[src/source/mem_unit_defs.svh]
`ifndef MEM_UNIT_DEFS_SVH
`define MEM_UNIT_DEFS_SVH

// Memory line geometry
`define MEM_ADDR_WIDTH      26
`define MEM_DATA_WIDTH      64
`define MEM_BYTEEN_WIDTH    8

// Client tags
`define ICACHE_TAG_WIDTH    4
`define DCACHE_TAG_WIDTH    5

// Widest client tag plus the source bit on top
`define MEM_TAG_WIDTH       6

// Performance counter width
`define PERF_CTR_BITS       44

// Entries in each skid buffer
`define SKID_DEPTH          2

`endif

[src/source/mem_unit_pkg.sv]
`default_nettype none

`include "mem_unit_defs.svh"

package mem_unit_pkg;

    // Instruction fetch request, read only
    typedef struct packed {
        logic [`MEM_ADDR_WIDTH-1:0]   addr;
        logic [`ICACHE_TAG_WIDTH-1:0] tag;
    } icache_req_t;

    typedef struct packed {
        logic                         rw;
        logic [`MEM_BYTEEN_WIDTH-1:0] byteen;
        logic [`MEM_ADDR_WIDTH-1:0]   addr;
        logic [`MEM_DATA_WIDTH-1:0]   data;
        logic [`DCACHE_TAG_WIDTH-1:0] tag;
    } dcache_req_t;

    // Tag carries the source bit in its top position
    typedef struct packed {
        logic                         rw;
        logic [`MEM_BYTEEN_WIDTH-1:0] byteen;
        logic [`MEM_ADDR_WIDTH-1:0]   addr;
        logic [`MEM_DATA_WIDTH-1:0]   data;
        logic [`MEM_TAG_WIDTH-1:0]    tag;
    } mem_req_t;

    typedef struct packed {
        logic [`MEM_DATA_WIDTH-1:0]   data;
        logic [`MEM_TAG_WIDTH-1:0]    tag;
    } mem_rsp_t;

    typedef logic [`PERF_CTR_BITS-1:0] perf_ctr_t;

endpackage

`default_nettype wire

[src/source/mem_skid_buffer.sv]
`timescale 1ns/1ps
`default_nettype none

module mem_skid_buffer
    import mem_unit_pkg::*;
#(
    parameter type payload_t = mem_rsp_t
) (
    input  wire           clk,
    input  wire           reset,

    input  wire           valid_in,
    input  wire payload_t data_in,
    output logic          ready_in,

    output logic          valid_out,
    output payload_t      data_out,
    input  wire           ready_out
);

    // Second entry catches a transfer that lands while the output stalls
    logic     skid_valid;
    payload_t skid_data;

    // Registered ready, low only with both entries full
    assign ready_in = !skid_valid;

    always_ff @(posedge clk) begin
        if (reset) begin
            valid_out  <= 1'b0;
            skid_valid <= 1'b0;
        end else if (skid_valid) begin
            // Output stays valid while the skid entry drains into it
            if (ready_out) begin
                skid_valid <= 1'b0;
            end
        end else if (!valid_out || ready_out) begin
            valid_out <= valid_in;
        end else if (valid_in) begin
            skid_valid <= 1'b1;
        end
    end

    always_ff @(posedge clk) begin
        if (skid_valid) begin
            if (ready_out) begin
                data_out <= skid_data;
            end
        end else if (!valid_out || ready_out) begin
            if (valid_in) begin
                data_out <= data_in;
            end
        end else if (valid_in) begin
            skid_data <= data_in;
        end
    end

endmodule

`default_nettype wire

[src/source/mem_req_arb.sv]
`timescale 1ns/1ps
`default_nettype none

`include "mem_unit_defs.svh"

module mem_req_arb
    import mem_unit_pkg::*;
(
    input  wire              clk,
    input  wire              reset,

    input  wire              icache_valid,
    input  wire icache_req_t icache_req,
    output logic             icache_ready,

    input  wire              dcache_valid,
    input  wire dcache_req_t dcache_req,
    output logic             dcache_ready,

    output logic             mem_req_valid,
    output mem_req_t         mem_req,
    input  wire              mem_req_ready
);

    localparam int CLIENT_TAG_WIDTH = `MEM_TAG_WIDTH - 1;

    logic prio_dcache;
    logic locked;
    logic locked_dcache;
    logic pick_dcache;
    logic grant_dcache;

    // Round robin pick, but a stalled request keeps its grant
    assign pick_dcache  = dcache_valid && (prio_dcache || !icache_valid);
    assign grant_dcache = locked ? locked_dcache : pick_dcache;

    assign mem_req_valid = icache_valid || dcache_valid;
    assign icache_ready  = mem_req_ready && !grant_dcache;
    assign dcache_ready  = mem_req_ready && grant_dcache;

    always_comb begin
        if (grant_dcache) begin
            mem_req.rw     = dcache_req.rw;
            mem_req.byteen = dcache_req.byteen;
            mem_req.addr   = dcache_req.addr;
            mem_req.data   = dcache_req.data;
            mem_req.tag    = {1'b1, CLIENT_TAG_WIDTH'(dcache_req.tag)};
        end else begin
            // Fetches are plain line reads
            mem_req.rw     = 1'b0;
            mem_req.byteen = '0;
            mem_req.addr   = icache_req.addr;
            mem_req.data   = '0;
            mem_req.tag    = {1'b0, CLIENT_TAG_WIDTH'(icache_req.tag)};
        end
    end

    always_ff @(posedge clk) begin
        if (reset) begin
            prio_dcache   <= 1'b0;
            locked        <= 1'b0;
            locked_dcache <= 1'b0;
        end else begin
            if (mem_req_valid && mem_req_ready) begin
                prio_dcache <= !grant_dcache;
            end
            locked        <= mem_req_valid && !mem_req_ready;
            locked_dcache <= grant_dcache;
        end
    end

endmodule

`default_nettype wire

[src/source/mem_rsp_router.sv]
`timescale 1ns/1ps
`default_nettype none

`include "mem_unit_defs.svh"

module mem_rsp_router
    import mem_unit_pkg::*;
(
    input  wire                          clk,
    input  wire                          reset,

    input  wire                          mem_rsp_valid,
    input  wire mem_rsp_t                mem_rsp,
    output logic                         mem_rsp_ready,

    output logic                         icache_rsp_valid,
    output logic [`MEM_DATA_WIDTH-1:0]   icache_rsp_data,
    output logic [`ICACHE_TAG_WIDTH-1:0] icache_rsp_tag,
    input  wire                          icache_rsp_ready,

    output logic                         dcache_rsp_valid,
    output logic [`MEM_DATA_WIDTH-1:0]   dcache_rsp_data,
    output logic [`DCACHE_TAG_WIDTH-1:0] dcache_rsp_tag,
    input  wire                          dcache_rsp_ready
);

    logic     rsp_buf_valid;
    mem_rsp_t rsp_buf;
    logic     rsp_buf_ready;
    logic     rsp_to_dcache;

    mem_skid_buffer #(
        .payload_t (mem_rsp_t)
    ) rsp_buf_inst (
        .clk       (clk),
        .reset     (reset),
        .valid_in  (mem_rsp_valid),
        .data_in   (mem_rsp),
        .ready_in  (mem_rsp_ready),
        .valid_out (rsp_buf_valid),
        .data_out  (rsp_buf),
        .ready_out (rsp_buf_ready)
    );

    assign rsp_to_dcache = rsp_buf.tag[`MEM_TAG_WIDTH-1];

    // Head of buffer waits on its own client only
    assign rsp_buf_ready = rsp_to_dcache ? dcache_rsp_ready : icache_rsp_ready;

    assign icache_rsp_valid = rsp_buf_valid && !rsp_to_dcache;
    assign icache_rsp_data  = rsp_buf.data;
    assign icache_rsp_tag   = rsp_buf.tag[`ICACHE_TAG_WIDTH-1:0];

    assign dcache_rsp_valid = rsp_buf_valid && rsp_to_dcache;
    assign dcache_rsp_data  = rsp_buf.data;
    assign dcache_rsp_tag   = rsp_buf.tag[`DCACHE_TAG_WIDTH-1:0];

endmodule

`default_nettype wire

[src/source/mem_perf_counters.sv]
`timescale 1ns/1ps
`default_nettype none

module mem_perf_counters
    import mem_unit_pkg::*;
(
    input  wire       clk,
    input  wire       reset,

    input  wire       mem_req_valid,
    input  wire       mem_req_rw,
    input  wire       mem_req_ready,
    input  wire       mem_rsp_valid,
    input  wire       mem_rsp_ready,

    output perf_ctr_t perf_mem_reads,
    output perf_ctr_t perf_mem_writes,
    output perf_ctr_t perf_mem_stalls,
    output perf_ctr_t perf_mem_latency
);

    logic      read_fire;
    logic      write_fire;
    logic      rsp_fire;
    perf_ctr_t reads_pending;

    assign read_fire  = mem_req_valid && mem_req_ready && !mem_req_rw;
    assign write_fire = mem_req_valid && mem_req_ready && mem_req_rw;
    assign rsp_fire   = mem_rsp_valid && mem_rsp_ready;

    always_ff @(posedge clk) begin
        if (reset) begin
            reads_pending    <= '0;
            perf_mem_reads   <= '0;
            perf_mem_writes  <= '0;
            perf_mem_stalls  <= '0;
            perf_mem_latency <= '0;
        end else begin
            if (read_fire && !rsp_fire) begin
                reads_pending <= reads_pending + 1'b1;
            end else if (rsp_fire && !read_fire) begin
                reads_pending <= reads_pending - 1'b1;
            end
            if (read_fire) begin
                perf_mem_reads <= perf_mem_reads + 1'b1;
            end
            if (write_fire) begin
                perf_mem_writes <= perf_mem_writes + 1'b1;
            end
            if (mem_req_valid && !mem_req_ready) begin
                perf_mem_stalls <= perf_mem_stalls + 1'b1;
            end
            // Reads in flight during this cycle
            perf_mem_latency <= perf_mem_latency + reads_pending;
        end
    end

endmodule

`default_nettype wire

[src/source/mem_unit.sv]
`timescale 1ns/1ps
`default_nettype none

`include "mem_unit_defs.svh"

module mem_unit
    import mem_unit_pkg::*;
(
    input  wire                          clk,
    input  wire                          reset,

    input  wire                          icache_req_valid,
    input  wire  [`MEM_ADDR_WIDTH-1:0]   icache_req_addr,
    input  wire  [`ICACHE_TAG_WIDTH-1:0] icache_req_tag,
    output logic                         icache_req_ready,

    output logic                         icache_rsp_valid,
    output logic [`MEM_DATA_WIDTH-1:0]   icache_rsp_data,
    output logic [`ICACHE_TAG_WIDTH-1:0] icache_rsp_tag,
    input  wire                          icache_rsp_ready,

    input  wire                          dcache_req_valid,
    input  wire                          dcache_req_rw,
    input  wire  [`MEM_BYTEEN_WIDTH-1:0] dcache_req_byteen,
    input  wire  [`MEM_ADDR_WIDTH-1:0]   dcache_req_addr,
    input  wire  [`MEM_DATA_WIDTH-1:0]   dcache_req_data,
    input  wire  [`DCACHE_TAG_WIDTH-1:0] dcache_req_tag,
    output logic                         dcache_req_ready,

    output logic                         dcache_rsp_valid,
    output logic [`MEM_DATA_WIDTH-1:0]   dcache_rsp_data,
    output logic [`DCACHE_TAG_WIDTH-1:0] dcache_rsp_tag,
    input  wire                          dcache_rsp_ready,

    output logic                         mem_req_valid,
    output logic                         mem_req_rw,
    output logic [`MEM_BYTEEN_WIDTH-1:0] mem_req_byteen,
    output logic [`MEM_ADDR_WIDTH-1:0]   mem_req_addr,
    output logic [`MEM_DATA_WIDTH-1:0]   mem_req_data,
    output logic [`MEM_TAG_WIDTH-1:0]    mem_req_tag,
    input  wire                          mem_req_ready,

    input  wire                          mem_rsp_valid,
    input  wire  [`MEM_DATA_WIDTH-1:0]   mem_rsp_data,
    input  wire  [`MEM_TAG_WIDTH-1:0]    mem_rsp_tag,
    output logic                         mem_rsp_ready,

    output perf_ctr_t                    perf_mem_reads,
    output perf_ctr_t                    perf_mem_writes,
    output perf_ctr_t                    perf_mem_stalls,
    output perf_ctr_t                    perf_mem_latency
);

    icache_req_t icache_req_in;
    dcache_req_t dcache_req_in;
    mem_rsp_t    mem_rsp_in;
    mem_req_t    mem_req;

    logic        icache_buf_valid;
    icache_req_t icache_buf_req;
    logic        icache_buf_ready;
    logic        dcache_buf_valid;
    dcache_req_t dcache_buf_req;
    logic        dcache_buf_ready;

    assign icache_req_in = '{addr: icache_req_addr, tag: icache_req_tag};
    assign dcache_req_in = '{rw: dcache_req_rw, byteen: dcache_req_byteen,
                             addr: dcache_req_addr, data: dcache_req_data,
                             tag: dcache_req_tag};
    assign mem_rsp_in    = '{data: mem_rsp_data, tag: mem_rsp_tag};

    assign mem_req_rw     = mem_req.rw;
    assign mem_req_byteen = mem_req.byteen;
    assign mem_req_addr   = mem_req.addr;
    assign mem_req_data   = mem_req.data;
    assign mem_req_tag    = mem_req.tag;

    // Client request buffers
    mem_skid_buffer #(
        .payload_t (icache_req_t)
    ) icache_req_buf (
        .clk       (clk),
        .reset     (reset),
        .valid_in  (icache_req_valid),
        .data_in   (icache_req_in),
        .ready_in  (icache_req_ready),
        .valid_out (icache_buf_valid),
        .data_out  (icache_buf_req),
        .ready_out (icache_buf_ready)
    );

    mem_skid_buffer #(
        .payload_t (dcache_req_t)
    ) dcache_req_buf (
        .clk       (clk),
        .reset     (reset),
        .valid_in  (dcache_req_valid),
        .data_in   (dcache_req_in),
        .ready_in  (dcache_req_ready),
        .valid_out (dcache_buf_valid),
        .data_out  (dcache_buf_req),
        .ready_out (dcache_buf_ready)
    );

    mem_req_arb req_arb (
        .clk           (clk),
        .reset         (reset),
        .icache_valid  (icache_buf_valid),
        .icache_req    (icache_buf_req),
        .icache_ready  (icache_buf_ready),
        .dcache_valid  (dcache_buf_valid),
        .dcache_req    (dcache_buf_req),
        .dcache_ready  (dcache_buf_ready),
        .mem_req_valid (mem_req_valid),
        .mem_req       (mem_req),
        .mem_req_ready (mem_req_ready)
    );

    mem_rsp_router rsp_router (
        .clk              (clk),
        .reset            (reset),
        .mem_rsp_valid    (mem_rsp_valid),
        .mem_rsp          (mem_rsp_in),
        .mem_rsp_ready    (mem_rsp_ready),
        .icache_rsp_valid (icache_rsp_valid),
        .icache_rsp_data  (icache_rsp_data),
        .icache_rsp_tag   (icache_rsp_tag),
        .icache_rsp_ready (icache_rsp_ready),
        .dcache_rsp_valid (dcache_rsp_valid),
        .dcache_rsp_data  (dcache_rsp_data),
        .dcache_rsp_tag   (dcache_rsp_tag),
        .dcache_rsp_ready (dcache_rsp_ready)
    );

    // Counters watch the external memory port
    mem_perf_counters perf_counters (
        .clk              (clk),
        .reset            (reset),
        .mem_req_valid    (mem_req_valid),
        .mem_req_rw       (mem_req_rw),
        .mem_req_ready    (mem_req_ready),
        .mem_rsp_valid    (mem_rsp_valid),
        .mem_rsp_ready    (mem_rsp_ready),
        .perf_mem_reads   (perf_mem_reads),
        .perf_mem_writes  (perf_mem_writes),
        .perf_mem_stalls  (perf_mem_stalls),
        .perf_mem_latency (perf_mem_latency)
    );

endmodule

`default_nettype wire

[config.mk]
export PLATFORM = sky130hd
export DESIGN_NAME = mem_unit
export DESIGN_NICKNAME = d
export VERILOG_FILES = /design/src/source/mem_unit_pkg.sv /design/src/source/mem_skid_buffer.sv /design/src/source/mem_req_arb.sv /design/src/source/mem_rsp_router.sv /design/src/source/mem_perf_counters.sv /design/src/source/mem_unit.sv
export VERILOG_INCLUDE_DIRS = /design/src /design/src/source
export SDC_FILE = /design/constraint.sdc
export NUM_CORES = 1
export LEC_CHECK = 0
export ABC_AREA = 1
export BUFFER_PORTS_ARGS = -buffer_cell sky130_fd_sc_hd__clkbuf_2
export CAP_MARGIN = 20
export CORE_ASPECT_RATIO = 1.2
export CORE_MARGIN = 2
export CORE_UTILIZATION = 50
export CTS_BUF_LIST = sky130_fd_sc_hd__clkbuf_4 sky130_fd_sc_hd__clkbuf_8
export DETAILED_ROUTE_END_ITERATION = 7
export PLACE_DENSITY = 0.73
export SYNTH_ARGS = -nofsm -noshare
export SYNTH_HDL_FRONTEND = slang
export SYNTH_SLANG_ARGS = --single-unit
[constraint.sdc]
create_clock -name clk -period 8.47 [get_ports clk]
set_clock_uncertainty 0.1 [all_clocks]
set_input_delay 0.4235 -clock clk [delete_from_list [all_inputs] [get_ports clk]]
set_output_delay 0.4235 -clock clk [all_outputs]
set_load 0.03 [all_outputs]
==> summary.txt <==
Placed design
  • Post-place setup slack: between 3 and 4 ns
  • Final Wtd Congestion: ~0.95
  • Hpwl dp: roughly 77,000 um
  • # port buffers: about 640

Floorplanning
  • Die Area: around 0.07 sq mm
  • Initial cell density of the core: about 50%
  • Die width: around 240 um
  • Chip height: 289.0 um
  • Total core area: 0.06701 sq mm
  • Io pins: about 640
  • # rows: about 100

Timing
  • Min cycle time layout: between 4 and 5 ns
  • Crit share post-route: ~58%
  • Fmax: 204.5 MHz
  • Slew Limit Headroom: around 31%
  • Final setup violation count: 0
  • Final worst slack: about 3.6 ns
  • Least-Margin Pin Slew: 1.031 ns
  • RSZ-0062 raised after global routing: false
  • Final TNS setup: 0 ns
  • Final Hold Vio Count: 0
  • Final slew viol count: 0

Yosys
  • Post-synth ARST share: 0%
  • Most frequent cell after synthesis: nand2_1
  • Top cell type's share of synthesized area: a little over a third
  • Mapped Nets: 4,673
  • Yosys cell types: 50
  • Synth warnings: 0
  • Post-Synthesis Cells: ~4,400
  • Synth top cells by count: 1,569 x nand2_1, 513 x nor2_1, 506 x inv_1, 408 x edfxtp_1, 229 x dfxtp_1
  • Cell taking the most area after synthesis: edfxtp_1
  • Syn Area/Cell: 7.743 sq um
  • Synth area leaders: edfxtp_1 36%, nand2_1 17%, dfxtp_1 14%
  • Sequential fraction of the synthesis area: around 50%
  • Netlist Area Pre-Place: around 0.034 sq mm
  • Ys flop type: edfxtp_1
  • Number of flops mapped to enable cells by yosys: a little over 400
  • Flops & latches, synth: 637

Drt
  • # DRC: 1
  • Final ANT Viol Nets: 0
  • Pre-antenna DRT Iters: 7
  • Wire length per cell: 17.78 um
  • Via count: about 31,000
  • DR vias/cell: 5.108
  • Final WL: about 110,000 um
  • DRT iter0 DRCs: ~2,100

CTS
  • Max Buffers Root-to-Sink: 3
  • Total CTS buffers: a little over 100
  • Clock Root Buffer: clkbuf_8
  • Worst-Skew Late Latency: 0.73 ns
  • Clock transition at path regs: 0.06 ns
  • Clk sinks: between 600 and 700
  • H-tree depth: 3
  • Post-CTS sizing: 0
  • CTS tree: yes

GRT
  • Total GRT Usage: a little under a third
  • Gr ovfl total: 0
  • Largest net degree at the start of global routing: between 80 and 90
  • Initial antenna violation count: 7
  • Vias in the first global route: slightly above 30,000
  • First-pass GRT wire length: approximately 160,000 um

Final layout
  • Area growth, synth to finish: 21.60%
  • Fin nets: about 5,400
  • Share of cells above drive strength 1: between 15 and 20%

Critical path
  • Critical Path RT: roughly 9.0 ns
  • Worst Path Class, Setup: reg2reg
  • Maximum fanout along the worst path: between 40 and 50
  • Critical Path AT: between 5 and 6 ns
  • Worst Setup Start Kind: register
  • CP endpoint kind: register

Flow run
  • Max Cap Violations: 0

Status
  • Status: complete, but fails checks
  • Violations in the final reports: DRC

Min path
  • Hold Crit Class: in2reg

Pwr
  • IR drop worst, VDD: about 0.17 mV
  • Leakage: between 0.015 and 0.02 uW
  • Power per Cell Area: between 200 and 300 mW/mm^2
## area by class of cell
type	instances	area [sq um]
antenna	5	12.51
clock buffer	139	1750
clock inverter	52	384.1
fill	5824	25870
inverter	515	1938
multi-input combinational	2976	13650
sequential	637	16840
tap	901	1127
timing repair buffer	865	5443
## layout by cell type (no fill, tap or decap), types with 43 or more instances in the layout
cell type / netlist / layout
a21oi_1: 226 / 225
clkbuf_2: 0 / 634
clkbuf_8: 0 / 113
dfxtp_1: 229 / 227
dlygate4sd3_1: 0 / 209
edfxtp_1: 408 / 408
ha_1: 89 / 89
inv_1: 506 / 504
nand2_1: 1569 / 1569
nand3_1: 162 / 162
nand4_1: 43 / 43
nor2_1: 513 / 511
nor3_1: 72 / 71
o21ai_0: 128 / 128
xor2_1: 48 / 48
## worst max-delay path, cell delays in order, from the launching register on
cell and delay (ns):
dfxtp_1 0.37, inv_2 0.06, nor2_1 0.08, nand2_1 0.09, nand2_4 0.38, nand2_1 0.14
nand2_1 0.20, buf_4 0.38, inv_2 0.37, ha_1 0.35, inv_1 0.06, buf_4 0.44
ha_1 0.30, nand2_1 0.12, nor2_1 0.25, nand3_1 0.13, nand3_1 0.28, nand2_1 0.09
nand2_1 0.14, nand2_1 0.09, nand3_1 0.08, nand2_1 0.05, nor2_1 0.09, nor2_1 0.04
## power by group
group | internal (uW) | switching (uW) | leakage, uW
Combinational | 1130 | 2550 | 0.0124
Clock | 1460 | 1330 | 0.00112
Sequential | 3660 | 276 | 0.00570
## metal layers
metal | GRT usage, % | wire length [um]
met5 | 0 | 24
met3 | 8.680 | 10230
met2 | 49.76 | 50990
met1 | 36.17 | 42400
met4 | 14.14 | 4621
## path summary, 6_finish.rpt
check | cells past startpoint | startpoint | slack (ns) | endpoint
worst min-delay path | 5 | icache_rsp_ready | 0.08 | rsp_router.rsp_buf_inst.skid_valid
worst min register to register | 2 | perf_counters.perf_mem_writes[43] | 0.39 | perf_counters.perf_mem_writes[43]
worst max-delay path | 23 | dcache_req_buf.valid_out | 3.58 | perf_counters.reads_pending[34]
worst max register to register | 23 | dcache_req_buf.valid_out | 3.58 | perf_counters.reads_pending[34]
## sequential cells by signal, indices dropped and copies added (netlist names)
name	count
rsp_router.rsp_buf_inst.data_out	70
req_arb.locked_dcache	1
icache_req_buf.valid_out	1
perf_counters.perf_mem_latency	44
req_arb.locked	1
perf_counters.perf_mem_stalls	44
perf_counters.perf_mem_reads	44
dcache_req_buf.skid_valid	1
icache_req_buf.skid_data	30
dcache_req_buf.valid_out	1
icache_req_buf.data_out	30
rsp_router.rsp_buf_inst.valid_out	1
rsp_router.rsp_buf_inst.skid_data	70
dcache_req_buf.skid_data	104
dcache_req_buf.data_out	104
perf_counters.reads_pending	44
perf_counters.perf_mem_writes	44
icache_req_buf.skid_valid	1
req_arb.prio_dcache	1
rsp_router.rsp_buf_inst.skid_valid	1
## timing repair
item | CTS | global route
buffers inserted | 0 | 0
hold endpoints to repair | 434 | 0
hold buffers | 209 | 0
## kinds of logic after synthesis
logic type / share of synthesized area (%)
AO/OA/AOI/OAI: 6.057
XOR/XNOR: 1.890
AND/OR/NAND/NOR: 28.87
adder cells (fa/ha/maj): 3.410
multiplexers: 0.03328
buffers and inverters: 9.984
flip-flops: 49.76
## stage by stage
step / std cells / hold WS, ns / util [%] / total power, uW / instance area, sq um
4_1_cts: 6084 / 0.01454 / 61.35 / 10380 / 41110
6_report: 6090 / 0.08396 / 61.39 / 10410 / 41140
5_1_grt: 6090 / 0.08830 / 61.39 / 11040 / 41140
3_3_place_gp: 5684 / 0.3735 / 55.04 / 7498 / 36880
3_5_place_dp: 5684 / 0.3841 / 55.04 / 7527 / 36880
2_1_floorplan: 4370 / 0.3636 / - / 6518 / 33840
No activity file was read; power rests on OpenSTA's default activity.
